[src/hdl/rvCorePkg.sv]
// rv32i core package with word types, alu codes, access widths and pipeline structs
`default_nettype none

package rvCorePkg;

  // data, address and instruction word
  typedef logic [31:0] xlenWord;
  // architectural register number
  typedef logic [4:0]  regIdx;
  // alu operation select
  typedef logic [3:0]  aluOpT;
  // load and store access size
  typedef logic [1:0]  memWidthT;

  // arithmetic and logic group
  localparam aluOpT ALU_ADD   = 4'd0;
  localparam aluOpT ALU_SUB   = 4'd1;
  localparam aluOpT ALU_SLL   = 4'd2;
  localparam aluOpT ALU_SLT   = 4'd3;
  localparam aluOpT ALU_SLTU  = 4'd4;
  localparam aluOpT ALU_XOR   = 4'd5;
  localparam aluOpT ALU_SRL   = 4'd6;
  localparam aluOpT ALU_SRA   = 4'd7;
  localparam aluOpT ALU_OR    = 4'd8;
  localparam aluOpT ALU_AND   = 4'd9;
  // lui result is the immediate itself
  localparam aluOpT ALU_PASSB = 4'd10;

  // branch compares reuse the low codes
  // only read when isBranch is set
  localparam aluOpT ALU_EQ    = 4'd0;
  localparam aluOpT ALU_NE    = 4'd1;
  localparam aluOpT ALU_LT    = 4'd2;
  localparam aluOpT ALU_GE    = 4'd3;
  localparam aluOpT ALU_LTU   = 4'd4;
  localparam aluOpT ALU_GEU   = 4'd5;

  // same encoding as funct3[1:0] of loads and stores
  localparam memWidthT MEM_BYTE = 2'd0;
  localparam memWidthT MEM_HALF = 2'd1;
  localparam memWidthT MEM_WORD = 2'd2;

  // decoder output for one instruction
  typedef struct packed {
    aluOpT    aluOp;
    memWidthT memWidth;
    regIdx    rd;
    regIdx    rs1;
    regIdx    rs2;
    xlenWord  imm;
    logic     regWen;
    logic     useImm;
    logic     usePc;
    logic     isBranch;
    logic     isJal;
    logic     isJalr;
    logic     isLoad;
    logic     isStore;
    logic     loadUnsigned;
    logic     isEbreak;
    logic     isIllegal;
  } decodedInst;

  // contents of the decode to execute register
  typedef struct packed {
    logic       valid;
    xlenWord    pc;
    decodedInst dec;
    xlenWord    rs1Val;
    xlenWord    rs2Val;
  } execBundle;

  // one register write as seen on the trace port
  typedef struct packed {
    logic    valid;
    xlenWord pc;
    regIdx   rd;
    xlenWord data;
  } retireInfo;

endpackage

`default_nettype wire

[src/hdl/execAlu.sv]
// execute alu for arithmetic, logic, shifts, set-less-than and branch conditions
`default_nettype none

module execAlu import rvCorePkg::*; (
  input  wire xlenWord opA,
  input  wire xlenWord opB,
  input  wire aluOpT   aluOp,
  input  wire          isBranch,
  output xlenWord      result,
  output logic         takeBranch
);

  logic [4:0] shamt;
  logic       isEq;
  logic       isLt;
  logic       isLtu;

  // only the low five bits shift
  assign shamt = opB[4:0];
  assign isEq  = (opA == opB);
  assign isLt  = ($signed(opA) < $signed(opB));
  assign isLtu = (opA < opB);

  always_comb begin
    case (aluOp)
      ALU_ADD:   result = opA + opB;
      ALU_SUB:   result = opA - opB;
      ALU_SLL:   result = opA << shamt;
      ALU_SLT:   result = {31'b0, isLt};
      ALU_SLTU:  result = {31'b0, isLtu};
      ALU_XOR:   result = opA ^ opB;
      ALU_SRL:   result = opA >> shamt;
      ALU_SRA:   result = $signed(opA) >>> shamt;
      ALU_OR:    result = opA | opB;
      ALU_AND:   result = opA & opB;
      ALU_PASSB: result = opB;
      default:   result = '0;
    endcase
  end

  // compare group decoded only for branches
  always_comb begin
    case (aluOp)
      ALU_EQ:  takeBranch = isBranch & isEq;
      ALU_NE:  takeBranch = isBranch & ~isEq;
      ALU_LT:  takeBranch = isBranch & isLt;
      ALU_GE:  takeBranch = isBranch & ~isLt;
      ALU_LTU: takeBranch = isBranch & isLtu;
      ALU_GEU: takeBranch = isBranch & ~isLtu;
      default: takeBranch = 1'b0;
    endcase
  end

endmodule

`default_nettype wire

[config.mk]
export PLATFORM = sky130hd
export DESIGN_NAME = execAlu
export DESIGN_NICKNAME = d
export VERILOG_FILES = /design/src/hdl/rvCorePkg.sv /design/src/hdl/execAlu.sv
export SDC_FILE = /design/constraint.sdc
export NUM_CORES = 1
export LEC_CHECK = 0
export BUFFER_PORTS_ARGS = -buffer_cell sky130_fd_sc_hd__buf_4
export CAP_MARGIN = 20
export CORE_UTILIZATION = 30
export DETAILED_ROUTE_END_ITERATION = 7
export GPL_TIMING_DRIVEN = 0
export PLACE_DENSITY = 0.47
export SLEW_MARGIN = 20
export SYNTH_ARGS = -nofsm -noshare
export SYNTH_HDL_FRONTEND = slang
export SYNTH_SLANG_ARGS = --single-unit
[constraint.sdc]
create_clock -name vclk -period 9.25
set_input_delay 0 -clock vclk [all_inputs]
set_output_delay 0 -clock vclk [all_outputs]
set_load 0.05 [all_outputs]
After elaboration in Yosys (flattened, before gate mapping)
Index checks and enable logic that the tools add are counted.
{"block": "totals", "reg_bits": 0, "word_cells": 33}
{"block": "classes", "shift": 3, "n_mux": 2, "add_sub_neg": 2, "reduce_logical": 1, "bitwise_logic": 12, "n_eq_ne": 11, "magnitude_cmp": 2}
{"cell": "$pmux 32 s11", "count": 1}
{"cell": "$lt 32x32->1", "count": 2}
{"cell": "$add 32x32->32", "count": 1}
{"cell": "$and 32x32->32", "count": 1}
{"cell": "$eq 32x32->1", "count": 1}
{"cell": "$or 32x32->32", "count": 1}
{"cell": "$shl 32x5->32", "count": 1}
{"cell": "$shr 32x5->32", "count": 1}
{"cell": "$sshr 32x5->32", "count": 1}
{"cell": "$sub 32x32->32", "count": 1}
{"cell": "$xor 32x32->32", "count": 1}
{"cell": "$eq 4x3->1 const B", "count": 4}
{"cell": "$eq 4x4->1 const B", "count": 3}
{"cell": "$eq 4x2->1 const B", "count": 2}
{"cell": "$and 1x1->1", "count": 6}
{"cell": "$pmux 1 s6", "count": 1}
{"cell": "$eq 4x1->1 const B", "count": 1}
{"cell": "$logic_not 4->1", "count": 1}
{"cell": "$not 1->1", "count": 3}

Depth between registers and ports, before layout
{"block": "logic_depth", "word_depth": 4, "mapped_depth": 15}

Least setup slack after synthesis
No wires, ideal clock.
{"block": "synth_path", "path_type": "in2out", "startpoint": "input opB[2]", "endpoint": "output result[27]", "stages": 15, "slack_ps": 5076, "t_arrival_ps": 4174, "path_cell_list": "buf_2 > inv_2 > buf_2 > buf_2 > clkbuf_1 > ha_1 > o21ai_0 > o21bai_1 > o211ai_1 > nand4_1 > o211a_1 > a31o_2 > a211oi_1 > nor2_1 > o31ai_1"}
{"block": "synth_between", "elab_chain_len": 2, "word_cells_on_any_way": 6}
{"item": "start, declared", "line": "execAlu.sv:6", "rtl": "input wire xlenWord opB,"}
{"item": "$sub 32x32->32 (tied with other cells)", "line": "execAlu.sv:27", "rtl": "ALU_SUB: result = opA - opB;"}
{"item": "$pmux 32 s11 (*)", "line": "execAlu.sv:25", "rtl": "case (aluOp)"}
{"item": "end, declared", "line": "execAlu.sv:9", "rtl": "output xlenWord result,"}
Every way passes the cells marked *; elsewhere a longest branch is shown, timed or not.

Worst setup path in the final report
{"block": "layout_path", "startpoint": "input opB[2]", "endpoint": "output result[28]"}
Same word-level chain as after synthesis.

==> key figures <==
Global route
  • Vias in the first global route: 11700
  • Initial antenna violation count: 1
  • First-pass GRT wire length: 84.8 mm
  • GRT overflow: 0
  • Largest net degree at the start of global routing: 13
  • GRT Total Usage: 37.5%

Floorplan
  • Core box area: 29800 um2
  • Die ar.: 31200 um2
  • Die Span X: 177 um
  • Initial Util: 30.7%
  • Die Ht: 177 um
  • IO Count: 102
  • FP Rows: 63

Synth
  • Seq/Total Area, Yosys: 0%
  • Post-synth top cells: nor2_1, nand2_1, a21oi_1
  • Synth cell types: 88
  • Syn nets: 1541
  • Cell Area, Synth: 9150 um2
  • Mean Syn Cell Area: 6.67 um2
  • Synth Warn #: 0
  • Top post-synthesis cells by area: ha_1, mux2i_1, a21oi_1
  • Most common cell in the synthesized netlist: nor2_1
  • Mapped Cells: 1371
  • Top cell type by total area after synthesis: ha_1
  • Top cell type's share of synthesized area: 13.5%

Worst setup path
  • Startpoint Class: input pin
  • Crit path DAT: 5.69 ns
  • Slowest CP cell: a211oi_1
  • CP dominant cell by count: buf_2
  • WP buf/inv: 7
  • Required time worst endpoint: 9.25 ns
  • Worst Setup End Kind: output port
  • CP Cell Sequence: buf_4, buf_2, inv_2, buf_2, buf_2, clkbuf_1, ha_1, nor2b_1, o31ai_1, a21oi_1, a21oi_1, o21ai_1, a211oi_1, o311ai_0, nand2b_1, o211ai_1, buf_4
  • Setup Crit Path Kind: in -> out
  • Worst path max stage delay: 0.72 ns
  • Critical path peak fanout: 11
  • Crit-path leading delay family: compound AO/OA/AOI/OAI gates

Cells and area
  • Final std cells w/o fill: 1862
  • Final core utilization: 34.9%
  • ANT cells: 0
  • Fillers: 3347
  • Sequential cell count: 0
  • Storage element area: 0 um2
  • Final net count: 1644
  • CLK BUF: 0
  • Ratio of cells with drive above 1 in the final layout: 14.2%
  • Layout area overhead: 13.7%
  • Final instance area: 10400 um2

Power
  • Pwr dens: 76.4 nW/um2
  • Leak Pwr: 4.44 nW
  • Internal power: 0.248 mW
  • Switch share: 68.8%
  • Comb pwr share: 100.0%
  • Sequential share of power: 0%
  • Overall Power: 0.796 mW
  • Clock Power Share: 0%
  • Peak VDD IR: 69.9 uV
  • Switching power: 0.548 mW

Placed design
  • Placer congestion estimate: 1.05
  • Placement Setup Slack: 3.74 ns
  • DP HPWL: 48.2 mm
  • Placed cells: 1862
  • Port Buffers: 101
  • Area post-placement: 10400 um2

Timing
  • Tightest hold margin: 0.456 ns
  • Slew headroom: 18.8%
  • Final worst setup slack: 3.56 ns
  • Final Hold Fails: 0
  • # setup viols final: 0
  • Worst-Margin Slew: 1.22 ns
  • Pins Over Slew Limit: 0
  • Final setup TNS: 0 ns
  • Timing-limited maximum frequency: 176 MHz
  • RSZ-0062 raised after global routing: no
  • Post-route clock period utilization: 61.5%
  • Min Tclk post-route: 5.69 ns

Clocking
  • Hold buffers post-CTS: 0
  • Setup Fix Bufs, Post-CTS: 0
  • CTS resizes: 0

Detailed routing
  • Post-route ant nets: 0
  • DR iter-0 viols: 1694
  • Via count: 12300
  • Drt pass-1 iters: 5
  • Vias/cell: 6.61
  • Detailed-route DRC error count: 0
  • Wire per inst: 31.9 um
  • Post-Route WL: 59.4 mm

Run
  • MaxCap Viol Count: 0

Run status
  • Status: complete, no violations

Min path
  • Hold Crit Class: in -> out
-- metal layers --
metal  share of wire, %  global-route usage [%]
met5              0.027                       0
met4                5.2                    17.1
met3                8.9                    5.54
met2                 44                    58.5
met1                 42                    50.6
-- power groups by stage --
stage               combinational [mW]  clock [mW]  sequential [mW]
floorplan                        0.481           0                0
global placement                 0.773           0                0
detailed placement               0.767           0                0
CTS                              0.771           0                0
global route                     0.834           0                0
finish                           0.796           0                0
-- cell usage in the layout, fill, tap and decap left out, types with 18 or more instances in the layout --
cell type / count
nand2_1: 129
nand4_1: 19
o22ai_1: 18
inv_1: 90
o221ai_1: 20
nor2_1: 135
clkbuf_1: 60
buf_2: 30
o21bai_1: 20
a211oi_1: 38
nand3_1: 28
mux2i_1: 70
a21oi_1: 127
o211ai_1: 30
buf_4: 104
ha_1: 99
nand2b_1: 19
o21ai_0: 94
a21o_1: 19
nor3_1: 28
a221oi_1: 19
mux4_2: 24
-- tightest hold or removal path, stage by stage --
cell,delay [ns]
buf_4,0.10
a221oi_1,0.07
nand4_1,0.09
buf_4,0.20
-- area by class of cell --
type,count,area (um2),share of cell area [%]
well taps,390,488,4.69
inverters,95,357,3.43
multi-input cells,1167,8320,79.9
repair buffers,101,758,7.28
plain buffers,109,489,4.70
-- path summary, 6_finish.rpt --
| path | cells after the start | slack [ns] | end | startpoint |
|---|---|---|---|---|
| hold / removal | 4 | 0.46 | result[17] | opB[17] |
| setup / recovery | 17 | 3.56 | result[28] | opB[2] |
-- logic make-up (layout without fill, tap and decap cells) --
family,count (synthesis),count (layout),share of synthesized area (%)
compound gates,519,519,38.5
simple gates,427,427,21.7
mux,111,111,15.7
fa+ha+maj,101,101,14.0
buf+inv,204,305,9.24
xor+xnor,9,9,0.861
(Power assumes the default switching activity.)
