[src/hdl/rvCorePkg.sv]
// rv32i core package with word types, alu codes, access widths and pipeline structs
`default_nettype none

package rvCorePkg;

  // data, address and instruction word
  typedef logic [31:0] xlenWord;
  // architectural register number
  typedef logic [4:0]  regIdx;
  // alu operation select
  typedef logic [3:0]  aluOpT;
  // load and store access size
  typedef logic [1:0]  memWidthT;

  // arithmetic and logic group
  localparam aluOpT ALU_ADD   = 4'd0;
  localparam aluOpT ALU_SUB   = 4'd1;
  localparam aluOpT ALU_SLL   = 4'd2;
  localparam aluOpT ALU_SLT   = 4'd3;
  localparam aluOpT ALU_SLTU  = 4'd4;
  localparam aluOpT ALU_XOR   = 4'd5;
  localparam aluOpT ALU_SRL   = 4'd6;
  localparam aluOpT ALU_SRA   = 4'd7;
  localparam aluOpT ALU_OR    = 4'd8;
  localparam aluOpT ALU_AND   = 4'd9;
  // lui result is the immediate itself
  localparam aluOpT ALU_PASSB = 4'd10;

  // branch compares reuse the low codes
  // only read when isBranch is set
  localparam aluOpT ALU_EQ    = 4'd0;
  localparam aluOpT ALU_NE    = 4'd1;
  localparam aluOpT ALU_LT    = 4'd2;
  localparam aluOpT ALU_GE    = 4'd3;
  localparam aluOpT ALU_LTU   = 4'd4;
  localparam aluOpT ALU_GEU   = 4'd5;

  // same encoding as funct3[1:0] of loads and stores
  localparam memWidthT MEM_BYTE = 2'd0;
  localparam memWidthT MEM_HALF = 2'd1;
  localparam memWidthT MEM_WORD = 2'd2;

  // decoder output for one instruction
  typedef struct packed {
    aluOpT    aluOp;
    memWidthT memWidth;
    regIdx    rd;
    regIdx    rs1;
    regIdx    rs2;
    xlenWord  imm;
    logic     regWen;
    logic     useImm;
    logic     usePc;
    logic     isBranch;
    logic     isJal;
    logic     isJalr;
    logic     isLoad;
    logic     isStore;
    logic     loadUnsigned;
    logic     isEbreak;
    logic     isIllegal;
  } decodedInst;

  // contents of the decode to execute register
  typedef struct packed {
    logic       valid;
    xlenWord    pc;
    decodedInst dec;
    xlenWord    rs1Val;
    xlenWord    rs2Val;
  } execBundle;

  // one register write as seen on the trace port
  typedef struct packed {
    logic    valid;
    xlenWord pc;
    regIdx   rd;
    xlenWord data;
  } retireInfo;

endpackage

`default_nettype wire

[src/hdl/fetchUnit.sv]
// fetch stage with program counter, redirect and halt control, and the fetch-to-decode register
`default_nettype none

module fetchUnit import rvCorePkg::*; #(
  parameter xlenWord resetPc = '0
) (
  input  wire          clk,
  input  wire          rstN,
  input  wire          redirect,
  input  wire xlenWord redirectPc,
  input  wire          haltReq,
  output xlenWord      imemAddr,
  input  wire xlenWord imemData,
  output xlenWord      fetchPc,
  output xlenWord      fetchInst,
  output logic         fetchValid,
  output logic         halted
);

  xlenWord pc;
  logic    frozen;

  // halt request freezes the pc at the same edge it sets halted
  assign frozen   = halted | haltReq;
  assign imemAddr = pc;

  always_ff @(posedge clk or negedge rstN) begin
    if (!rstN) begin
      pc         <= resetPc;
      halted     <= 1'b0;
      fetchValid <= 1'b0;
    end else begin
      if (frozen) begin
        pc <= pc;
      end else if (redirect) begin
        pc <= redirectPc;
      end else begin
        pc <= pc + 32'd4;
      end
      // sticky until reset
      if (haltReq) begin
        halted <= 1'b1;
      end
      // wrong-path fetch becomes a bubble
      fetchValid <= !(redirect || frozen);
    end
  end

  // instruction and its pc move to decode every cycle
  always_ff @(posedge clk) begin
    fetchPc   <= pc;
    fetchInst <= imemData;
  end

endmodule

`default_nettype wire

[config.mk]
export PLATFORM = sky130hd
export DESIGN_NAME = fetchUnit
export DESIGN_NICKNAME = d
export VERILOG_FILES = /design/src/hdl/rvCorePkg.sv /design/src/hdl/fetchUnit.sv
export SDC_FILE = /design/constraint.sdc
export NUM_CORES = 1
export LEC_CHECK = 0
export BUFFER_PORTS_ARGS = -buffer_cell sky130_fd_sc_hd__buf_4
export CAP_MARGIN = 10
export CORE_MARGIN = 2
export CORE_UTILIZATION = 49
export DETAILED_ROUTE_END_ITERATION = 12
export PLACE_DENSITY = 0.81
export SYNTH_ARGS = -nofsm -noshare
export SYNTH_HDL_FRONTEND = slang
export SYNTH_SLANG_ARGS = --single-unit
[constraint.sdc]
create_clock -name clk -period 3 [get_ports clk]
set_input_delay 0.15 -clock clk [delete_from_list [all_inputs] [get_ports clk]]
set_output_delay 0.15 -clock clk [all_outputs]
set_load 0.02 [all_outputs]
## Word-level counts from Yosys, hierarchy flattened

Index checks and enable logic that the tools add are counted.

- Reductions and logical operators: 2
- Bitwise gates (word level): 1
- Multiplexer cells: 1
- Add/subtract/negate cells: 1

Operator list:

| kind | count |
|---|---|
| 32-bit by 3-bit adder with 32-bit output (second input constant) | 1 |
| 32-bit two-way mux | 1 |
| 1-bit zero test | 1 |
| 1-bit logical OR | 1 |
| 1-bit bitwise OR | 1 |

- Bits in registers: 98
- Input port bits: 68
- Output and inout bits: 98
- Word-level logic and storage cells: 10

## Depth between registers and ports, before layout

- Word-level depth: 3
- Gate-level depth with buffers: 7
- Depth with buffers taken out: 6

## Least setup slack after synthesis

OpenSTA, ideal clock, no wires.

- Path kind: register to register
- Start: reg pc[2] (netlist: imemAddr[2])
- End: reg pc[26] (netlist: imemAddr[26])
- Required time: 2872 ps
- Path buffers: 1
- Cell stages (with the launch flop): 8
- Arrival: 1767 ps
- Library setup time: 128 ps
- Setup slack: 1105 ps
- Period minus slack after synthesis: 1895 ps
- Cells stage by stage: dfrtp_1 -> ha_1 -> nand4_1 -> nor3_2 -> buf_2 -> nand4_1 -> mux2i_1 -> nand3_1

- Word-level cells in the longest chain between the ends: 2

Ends and longest elaborated chain:

| item | line | source |
|---|---|---|
| start, declared | fetchUnit.sv:20 | `xlenWord pc;` |
| start signal, assigned | fetchUnit.sv:29 | `pc <= resetPc;` |
| start signal, assigned | fetchUnit.sv:34 | `pc <= pc;` |
| start signal, assigned | fetchUnit.sv:36 | `pc <= redirectPc;` |
| 32-bit by 3-bit adder with 32-bit output | fetchUnit.sv:38 | `pc <= pc + 32'd4;` |
| 32-bit two-way mux | fetchUnit.sv:35 | `end else if (redirect) begin` |

No other way between the ends.
A chain may end at the register's enable or synchronous reset.

## Worst setup path in the final report

- Start: reg pc[2] (netlist: imemAddr[2])
- End: reg pc[20] (netlist: imemAddr[20])

The elaborated chain is that of the path after synthesis.

==> key figures <==
Run status
  – Outcome: finished, final reports clean

Floorplan
  – Initial Util: 0.499
  – Die area: between 7000 and 8000 um2
  – Core footprint: ~6700 um2
  – Io pins: approximately 170
  – Chip width: between 80 and 90 um
  – Die height: around 87 um
  – Row count: 30

Place
  – Placed wire-length estimate: approximately 6400 um
  – Number of port buffers: 165
  – GP Congestion: roughly 0.8

Timing
  – Fin crit share: 0.731
  – Post-route setup TNS: 0 ns
  – Slew at the pin closest to its max-slew limit: about 0.9 ns
  – Slew HR: 0.408
  – Final hold violations: 0
  – Tmin final: between 2 and 2.5 ns
  – Setup violators final: 0
  – Worst hold slack: around 0.017 ns
  – Fin. max-slew vios: 0
  – Clock Skew: ~0.019 ns
  – Unrepaired setup endpoints after global routing: no
  – Fmax: around 460 MHz

Detailed routing
  – Via count: around 3.2k
  – Pre-Repair DR Iteration Count: 4
  – DRC: 0
  – Post-DR wirelength/cell: between 15 and 20 um
  – Vias/cell: 5.36
  – Starting DRT DRC Count: about 270
  – Final WL: 10200 um
  – Post-route ant nets: 0

Logic synthesis
  – Synthesized area per cell: ~11 um2
  – Synth Area in Adders: 0.00373
  – Synth area leaders: dfxtp_1, dfrtp_1, nand3_1
  – Post-Synth XOR/XNOR Area: 0
  – Synth Flop Type: dfxtp_1
  – #FFs+latches synth: 98
  – Synth Area in Simple Gates: 0.180
  – EDFF count, synth: 0
  – Seq/Total Area, Yosys: 0.636
  – Synth warn: 0
  – Cell taking the most area after synthesis: dfxtp_1
  – Unique masters post-synth: 40
  – Cell Area, Synth: 3350 um2
  – Post-synthesis async set-or-reset flop share: 0.347
  – Synth Instances: roughly 310
  – Largest family of logic cells by synthesized area: simple AND/OR/NAND/NOR gates
  – Syn Nets: between 300 and 400
  – Post-synthesis mux area share: 0.0217
  – Synth Area in Compound Gates: 0.130
  – Post-synth top area share: 0.382

Layout
  – Final core occ: 0.765
  – Diodes inserted: 0
  – Sequential cell area: roughly 2100 um2
  – Commonest non-fill, non-tap cell in the layout: buf_4
  – Area grow syn2layout: 53.4%
  – Most frequent cells in the layout: buf_4, dfxtp_1, dfrtp_1
  – Final net count: ~580
  – Fillcell total: between 400 and 500
  – Layout cell share with drive strength beyond 1: 0.378
  – Multi-input gate area: around 1100 um2

Global routing
  – Initial antenna violation count: 0
  – First-pass GRT wire length: between 15000 and 20000 um
  – Vias in the first global route: 2949
  – Total grt overflow: 0
  – Largest net degree at the start of global routing: 57
  – All-Layer GR Usage: 0.270

Worst setup path
  – Worst Setup End Kind: flip-flop
  – Launch point of the worst reg-to-reg path: imemAddr[2]$_DFFE_PN0N_
  – Crit path kind: flip-flop to flip-flop
  – Worst path required time: between 3 and 4 ns
  – Critical Path Source Type: flip-flop
  – Critical Path Fanout Max: 9
  – Worst Setup SP: imemAddr[2]$_DFFE_PN0N_
  – Arr. time, crit path: about 2.5 ns

Pwr
  – Leak: ~2.4 nW
  – Switch Pwr: between 700 and 800 uW
  – Maximum VDD drop: ~240 uV
  – Sequential power share: 0.545
  – Pint: 1.92 mW
  – Power, Total: between 2 and 3 mW
  – Pwr/cell area: roughly 520 nW/um2
  – Combinational power share: 0.169
  – Clock power frac: 0.286
  – Switching share of total power: 0.281

Clock network
  – Worst-Skew Late Latency: around 0.36 ns
  – CTS tree: done
  – # Post-CTS Setup Buffers: 0
  – CTS Buf Count: 9
  – Root Buffer: clkbuf_8
  – Clk sink count: between 90 and 100
  – H-tree Lvls: 3
  – Max Root-Sink Buffers: 2
  – Clock slew at reported path FFs: ~0.1 ns

Worst hold path
  – Worst min-delay path startpoint: redirectPc[1]
  – HP Class: input port to flip-flop

Job
  – Max Cap Viol: 0
==> metal layers <==
layer	vias to the layer above	GRT usage	part of all wire
met4	0	0.0952	0.011
met5	-	0	0
li1	1518	-	-
met2	147	0.458	0.50
met1	1494	0.338	0.41
met3	11	0.0619	0.077
==> power groups by stage <==
stage | Sequential, mW | Combinational, mW | Clock (mW)
floorplan | 1.58 | 0.0788 | 0
global placement | 1.48 | 0.404 | 0
detailed placement | 1.48 | 0.411 | 0
CTS | 1.46 | 0.449 | 0.772
global route | 1.47 | 0.481 | 0.820
finish | 1.46 | 0.451 | 0.765
==> registers in the layout, indices dropped and copies added (netlist names) <==
name	cells
fetchValid	1
halted	1
fetchInst	32
imemAddr	32
fetchPc	32
==> synthesized netlist by cell type (2+ instances only) <==
| cell | count |
|---|---|
| nand2_1 | 20 |
| dfxtp_1 | 64 |
| nor2b_1 | 3 |
| nand3_1 | 29 |
| o21ai_0 | 14 |
| a32oi_1 | 2 |
| nand4_1 | 13 |
| o21ai_1 | 8 |
| mux2i_1 | 5 |
| nor3_1 | 5 |
| a2bb2oi_1 | 3 |
| nor3_2 | 2 |
| nor2_1 | 18 |
| and3_1 | 9 |
| a22oi_1 | 6 |
| dfrtp_1 | 34 |
| a31o_1 | 2 |
| o22ai_1 | 2 |
| mux2_2 | 2 |
| clkbuf_1 | 15 |
| a21oi_1 | 25 |
| inv_1 | 4 |
| a21o_1 | 2 |
| o22a_1 | 5 |
| or4_1 | 5 |
==> repair_timing <==
action | in CTS | in global routing
endpoints found under the hold margin | 66 | 0
hold buffers | 33 | 0
resized for setup | 0 | 0
==> critical path, cell delays in order, from the launching register on <==
cell     delay, ns
dfrtp_1       0.46
ha_1          0.25
nand4_1       0.16
nor3_2        0.55
nand4_1       0.19
or4_1         0.44
nand3_1       0.10
==> cell families (layout without fill, tap and decap cells) <==
logic type,Yosys count,count (layout)
simple gates,111,111
compound gates,72,72
mux,7,7
flops,98,98
fa+ha+maj,1,1
buf+inv,23,222
==> layout make-up <==
class	instances	area share
Multi-Input combinational cell	191	0.219
Clock inverter	5	0.00755
Inverter	5	0.00365
Sequential cell	98	0.415
Tap cell	80	0.0195
Timing Repair Buffer	201	0.310
Clock buffer	11	0.0256
==> worst paths after layout <==
| path | to | slack, ns | cells past startpoint |
|---|---|---|---|
| min reg2reg | fetchPc[1]$_DFF_P_ | 0.41 | 0 |
| min in group asynchronous | imemAddr[11]$_DFFE_PN0N_ | 0.26 | 2 |
| max reg2reg | imemAddr[20]$_DFFE_PN0N_ | 0.81 | 6 |
| min | imemAddr[1]$_DFFE_PN0P_ | 0.02 | 2 |
| max in group asynchronous | fetchValid$_DFF_PN0_ | 2.39 | 2 |
| max | imemAddr[20]$_DFFE_PN0N_ | 0.81 | 6 |
==> stage by stage <==
stage               setup WS, ns  instances  cell area (um2)
floorplan                   1.10        312             3350
global placement           0.915        542             4640
detailed placement         0.841        542             4640
CTS                        0.837        591             5140
global route               0.645        591             5140
finish                     0.806        591             5140
(Power assumes the default switching activity.)
