### src/hdl/rvCorePkg.sv
// rv32i core package with word types, alu codes, access widths and pipeline structs
`default_nettype none

package rvCorePkg;

  // data, address and instruction word
  typedef logic [31:0] xlenWord;
  // architectural register number
  typedef logic [4:0]  regIdx;
  // alu operation select
  typedef logic [3:0]  aluOpT;
  // load and store access size
  typedef logic [1:0]  memWidthT;

  // arithmetic and logic group
  localparam aluOpT ALU_ADD   = 4'd0;
  localparam aluOpT ALU_SUB   = 4'd1;
  localparam aluOpT ALU_SLL   = 4'd2;
  localparam aluOpT ALU_SLT   = 4'd3;
  localparam aluOpT ALU_SLTU  = 4'd4;
  localparam aluOpT ALU_XOR   = 4'd5;
  localparam aluOpT ALU_SRL   = 4'd6;
  localparam aluOpT ALU_SRA   = 4'd7;
  localparam aluOpT ALU_OR    = 4'd8;
  localparam aluOpT ALU_AND   = 4'd9;
  // lui result is the immediate itself
  localparam aluOpT ALU_PASSB = 4'd10;

  // branch compares reuse the low codes
  // only read when isBranch is set
  localparam aluOpT ALU_EQ    = 4'd0;
  localparam aluOpT ALU_NE    = 4'd1;
  localparam aluOpT ALU_LT    = 4'd2;
  localparam aluOpT ALU_GE    = 4'd3;
  localparam aluOpT ALU_LTU   = 4'd4;
  localparam aluOpT ALU_GEU   = 4'd5;

  // same encoding as funct3[1:0] of loads and stores
  localparam memWidthT MEM_BYTE = 2'd0;
  localparam memWidthT MEM_HALF = 2'd1;
  localparam memWidthT MEM_WORD = 2'd2;

  // decoder output for one instruction
  typedef struct packed {
    aluOpT    aluOp;
    memWidthT memWidth;
    regIdx    rd;
    regIdx    rs1;
    regIdx    rs2;
    xlenWord  imm;
    logic     regWen;
    logic     useImm;
    logic     usePc;
    logic     isBranch;
    logic     isJal;
    logic     isJalr;
    logic     isLoad;
    logic     isStore;
    logic     loadUnsigned;
    logic     isEbreak;
    logic     isIllegal;
  } decodedInst;

  // contents of the decode to execute register
  typedef struct packed {
    logic       valid;
    xlenWord    pc;
    decodedInst dec;
    xlenWord    rs1Val;
    xlenWord    rs2Val;
  } execBundle;

  // one register write as seen on the trace port
  typedef struct packed {
    logic    valid;
    xlenWord pc;
    regIdx   rd;
    xlenWord data;
  } retireInfo;

endpackage

`default_nettype wire

### src/hdl/regFile.sv
// integer register file with two asynchronous read ports and one write port
`default_nettype none

module regFile import rvCorePkg::*; (
  input  wire          clk,
  input  wire          rstN,
  input  wire regIdx   rs1,
  input  wire regIdx   rs2,
  input  wire regIdx   rd,
  input  wire          wen,
  input  wire xlenWord wdata,
  output xlenWord      rdata1,
  output xlenWord      rdata2
);

  xlenWord regs [32];

  // cleared on reset so every run starts from zeros
  always_ff @(posedge clk or negedge rstN) begin
    if (!rstN) begin
      for (int i = 0; i < 32; i++) begin
        regs[i] <= '0;
      end
    end else if (wen && (rd != '0)) begin
      regs[rd] <= wdata;
    end
  end

  // x0 reads as zero
  assign rdata1 = (rs1 == '0) ? '0 : regs[rs1];
  assign rdata2 = (rs2 == '0) ? '0 : regs[rs2];

endmodule

`default_nettype wire

### config.mk
export PLATFORM = sky130hd
export DESIGN_NAME = regFile
export DESIGN_NICKNAME = d
export VERILOG_FILES = /design/src/hdl/rvCorePkg.sv /design/src/hdl/regFile.sv
export SDC_FILE = /design/constraint.sdc
export NUM_CORES = 2
export LEC_CHECK = 0
export ABC_CLOCK_PERIOD_IN_PS = 3890
export BUFFER_PORTS_ARGS = -buffer_cell sky130_fd_sc_hd__buf_2
export CAP_MARGIN = 10
export CORE_MARGIN = 2
export CORE_UTILIZATION = 58
export CTS_BUF_LIST = sky130_fd_sc_hd__clkbuf_16
export CTS_CLUSTER_SIZE = 16
export DETAILED_ROUTE_END_ITERATION = 6
export GPL_ROUTABILITY_DRIVEN = 0
export PLACE_DENSITY = 0.83
export SLEW_MARGIN = 20
export SYNTH_ARGS = -nofsm -noshare
export SYNTH_HDL_FRONTEND = slang
export SYNTH_SLANG_ARGS = --single-unit
export TNS_END_PERCENT = 5
### constraint.sdc
create_clock -name clk -period 3.89 [get_ports clk]
set_clock_uncertainty 0.05 [all_clocks]
set_input_delay 0.1945 -clock clk [delete_from_list [all_inputs] [get_ports clk]]
set_output_delay 0.1945 -clock clk [all_outputs]
set_load 0.005 [all_outputs]
Word level (Yosys, flattened, before mapping)
Cells that the tools add are included.
W data, S select, Z words.
- flip-flop bits (word level): 1024
- latch bits: 0
- bits in writable memories: 0
- ROM bits: 0
- input bits: 50
- output and inout port bits: 64
- word-level logic and storage cells: 55
- memories: 0
- $add $sub $neg: 0
- multiply operators: 0
- divide/modulo/power cells: 0
- order comparisons: 4
- equal/unequal tests: 0
- shift-type cells: 0
- mux-type cells: 11
- bitwise logic cells: 3
- reductions and logical operators: 5
- operators with widths (kind ; number):
    $bwmux W1024 ; 1
    $bmux W32 S5 ; 2
    $mux W32 ; 7
    $demux W32 S5 ; 1
    $ge A6 B6 Y1 const B ; 3
    $not A5 Y6 ; 3
    $logic_not A5 Y1 ; 2
    $lt A6 B1 Y1 const B ; 1
    $reduce_bool A5 Y1 ; 1
    $logic_and A1 B1 Y1 ; 2

Depth between registers and ports, before layout
- depth in word-level cells: 6
- depth in mapped cells: 7
- depth with buffers taken out: 4

Worst setup path before layout
OpenSTA, ideal clock, no wires.
- kind: input to output
- start point: input port rs2[1]
- end point: output port rdata2[0]
- data arrival time: 1.608 ns
- data required time: 3.645 ns
- setup slack: 2.037 ns
- stages on the path: 6
- buffers on the path: 2
- cells stage by stage: buf_2 -> buf_2 -> mux4_2 -> mux2_2 -> o21ai_0 -> a311oi_1
- word-level cells in the longest chain between the ends: 5
- elaborated cells on any way between the ends: 6
- classes of those cells: mux: 4; bitwise: 1; reduce/logical: 1
- ends and longest elaborated chain (element ; RTL line ; text):
    start: declaration ; regFile.sv:8 ; input wire regIdx rs2,
    $not A5 Y6 (not written as such) ; regFile.sv:31 ; assign rdata2 = (rs2 == '0) ? '0 : regs[rs2];
    $bmux W32 S5 ; regFile.sv:31 ;
    $mux W32 (not written as such) (2 in a row) ; regFile.sv:31 ;
    $mux W32 (*) ; regFile.sv:31 ;
    end: declaration ; regFile.sv:13 ; output xlenWord rdata2
Mark *: on every way between the ends. The rest lies on a longest branch, timed or not. The select of a mux whose other input is x is not followed.

Worst setup path after layout
- start point: input port rs2[0]
- end point: output port rdata2[16]
Same word-level chain as after synthesis.

==> flow_metrics.env <==
export IMPL_run_status="complete, no violations"
export IMPL_cts_root_buffer="clkbuf_16"
export IMPL_crit_fanout=34
export IMPL_port_buffers=113
export IMPL_design_die_area_sq_um=96200
export IMPL_synthDominantAreaCellType="dfrtp_1"
export IMPL_drt_total_wl_um=168000
export IMPL_finish_cell_count_without_fillers=4900
export IMPL_max_cap_viol_count=0
export IMPL_floorplan_core_area_sq_um=93000
export IMPL_place_area_sq_um=56400
export IMPL_max_stage_delay_on_crit_path_ps=780
export IMPL_post_route_ant_nets=0
export IMPL_cts_max_level=3
export IMPL_placement_rows=112
export IMPL_yosys_area_top_type_share_pct=47.1
export IMPL_netlist_cell_type_count=35
export IMPL_numCtsBuffers=104
export IMPL_crit_end_category="output port"
export IMPL_grt_pass1_wl_um=248000
export IMPL_fp_dieH_um=310
export IMPL_first_global_vias=37128
export IMPL_power_density_nw_per_um2=510
export IMPL_regMostFlops="regs"
export IMPL_power_total_uw=30500
export IMPL_clkTransAtPathRegs_ps=60
export IMPL_max_vdd_ir_drop_v=0.000353
export IMPL_critPathSlowestCell="a311oi_1"
export IMPL_largest_register_ff_count=1024
export IMPL_power_static_leakage_uw=0.0257
export IMPL_boundaryPins=114
export IMPL_vias=36677
export IMPL_initialDrtViolationCount=4865
export IMPL_clock_tree_buffer_depth=3
export IMPL_min_delay_path_class="in -> async"
export IMPL_cts_sinks=1024
export IMPL_areaGrowthSynthToFinish_pct=9.84
export IMPL_setup_violations_final=0
export IMPL_largest_regs="regs: 1024 flops"
export IMPL_final_max_slew_viol_count=0
export IMPL_timing_setup_tns_ps=0
export IMPL_clock_latency_ps=700
export IMPL_antenna_found_initial=12
export IMPL_report_final_hold_viol_count=0
export IMPL_syn_num_nets=3671
export IMPL_layout_drive_gt1_share_pct=53.3
export IMPL_grt_start_max_net_pins=113
export IMPL_synth_yosys_seq_area_share_pct=47.1
export IMPL_dr_pass1_iters=6
export IMPL_syn_avg_cell_area_sq_um=15.0
export IMPL_timing_worst_setup_path_type="in -> out"
export IMPL_synth_edff_count=0
export IMPL_grtUsageTotal_pct=35.4
export IMPL_placed_cells_incl_taps=4699
export IMPL_timing_critical_path_max_delay_family="buffers and inverters"
export IMPL_route_detailed_drc=0
export IMPL_critical_path_cell_chain="buf_6 -> clkinv_2 -> buf_4 -> mux2_2 -> o21ai_0 -> a311oi_1 -> buf_2"
export IMPL_critical_path_startpoint_type="input port"
export IMPL_final_net_count=3602
export IMPL_grt_remaining_overflow=0
export IMPL_worst_pin_slew_ps=1100
export IMPL_dp_final_hpwl_um=98900
export IMPL_routedWlPerCell_um=34.3
export IMPL_post_cts_buffers=0
export IMPL_cp_data_arrival_time_ps=3040
export IMPL_ffs_latches_synth=1024
export IMPL_required_ps=3650
export IMPL_rsz0062_at_grt="no"
export IMPL_initial_utilization_pct=58.4
export IMPL_synthArstFlopShare_pct=100
export IMPL_drt_vias_per_instance=7.49
export IMPL_yosys_warnings=0
export IMPL_tritoncts="done"
export IMPL_postSynth_topFlopCell="dfrtp_1"
export IMPL_syn_cell_area_sq_um=54400
export IMPL_final_design_area_no_fill_sq_um=59700
export IMPL_worstPathBufferInverterCount=4
export IMPL_netlist_top_cells_area="dfrtp_1 47%, mux2_2 22%, mux4_2 19%"
export IMPL_worst_slew_margin_relative_to_its_limit_pct=26.5
export IMPL_max_freq_mhz=305
export IMPL_fin_crit_sh_pct=84.4
export IMPL_final_period_demand_of_the_worst_path_ps=3280
export IMPL_die_width_um=310
export IMPL_synthCells=3621
## synthesized netlist by cell type, types with 2 or more instances
| master | instances |
|---|---|
| o2111ai_1 | 18 |
| o21ai_1 | 9 |
| clkbuf_1 | 223 |
| nor2_1 | 19 |
| nor3b_1 | 2 |
| a22oi_1 | 64 |
| or4_1 | 2 |
| nand4b_1 | 3 |
| o21ai_0 | 101 |
| or2_2 | 2 |
| nor3_1 | 3 |
| mux2_1 | 10 |
| dfrtp_1 | 1024 |
| mux4_2 | 448 |
| buf_4 | 34 |
| or3_1 | 3 |
| mux2_2 | 1046 |
| nand2b_1 | 5 |
| buf_1 | 3 |
| inv_1 | 2 |
| a221oi_1 | 46 |
| nor2b_1 | 71 |
| mux2i_1 | 128 |
| nand2_1 | 49 |
| a311oi_1 | 64 |
| buf_2 | 170 |
| a211oi_1 | 64 |
## report_power, final
group	leakage [uW]	switching, uW	internal, uW
Clock	0.00171	4410	5580
Sequential	0.0131	1570	12700
Combinational	0.0109	2530	3720
## final cells by class
type | count | area, sq um
sequential | 1024 | 25600
multi-input combinational | 2163 | 27000
fill | 6414 | 33300
antenna | 5 | 12.5
clock inverter | 88 | 672
timing repair buffer | 257 | 2170
inverter | 2 | 10.0
tap | 1254 | 1570
clock buffer | 107 | 2680
## cells by family after synthesis
kind of cell | Yosys count | synth area share (%)
flip-flops | 1024 | 47.1
AND/OR/NAND/NOR | 165 | 1.61
multiplexers | 1632 | 42.8
buffers and inverters | 434 | 3.63
AO/OA/AOI/OAI | 366 | 4.84
## stage by stage
stage	utilization, %	hold WS, ps	worst slack (ps)
3_5_place_dp	60.6	246	859
6_report	64.2	62.1	608
5_1_grt	64.2	86.9	681
4_1_cts	64.2	39.4	816
3_3_place_gp	60.6	255	848
2_1_floorplan	-	-151	2040
## timing repair
action	4_1_cts	5_1_grt
gates resized for setup	0	0
hold buffers	1	0
setup endpoints to repair	0	0
hold endpoints to repair	62	0
## cells in the final DEF, fill, tap and decap left out, types with 9 or more instances in the layout
| cell | instances |
|---|---|
| mux2_2 | 1046 |
| o21ai_1 | 9 |
| dfrtp_1 | 1024 |
| mux2_1 | 10 |
| clkbuf_16 | 107 |
| bufinv_16 | 9 |
| nor2_4 | 14 |
| buf_4 | 106 |
| nor2b_1 | 66 |
| o2111ai_1 | 18 |
| clkinv_1 | 31 |
| a22oi_1 | 64 |
| a311oi_1 | 64 |
| buf_2 | 106 |
| nand2_1 | 38 |
| mux2i_1 | 128 |
| inv_1 | 20 |
| nand2_2 | 11 |
| a221oi_1 | 46 |
| clkinv_2 | 20 |
| buf_12 | 37 |
| o21ai_0 | 101 |
| a211oi_1 | 64 |
| mux4_2 | 448 |
## per-layer routing
metal / up-vias / GRT usage, % / routed length (um)
met5: - / 0 / 50
met4: 6 / 20.5 / 11000
met3: 687 / 9.59 / 20100
met2: 2583 / 52.7 / 76200
met1: 19473 / 47.4 / 60900
li1: 13928 / - / -
## final timing paths
kind	start	endpoint	slack [ps]	cells past startpoint
min in group clk	wdata[5]	regs[933]$_DFFE_PN0P_	80	2
setup / recovery	rs2[0]	rdata2[16]	610	7
setup reg to reg	regs[315]$_DFFE_PN0P_	regs[315]$_DFFE_PN0P_	3010	1
hold / removal	rstN	regs[59]$_DFFE_PN0P_	60	2
hold reg to reg	regs[1009]$_DFFE_PN0P_	regs[1009]$_DFFE_PN0P_	350	0
max in group asynchronous	rstN	regs[726]$_DFFE_PN0P_	2510	3
Power figures use the tool's default switching activity.
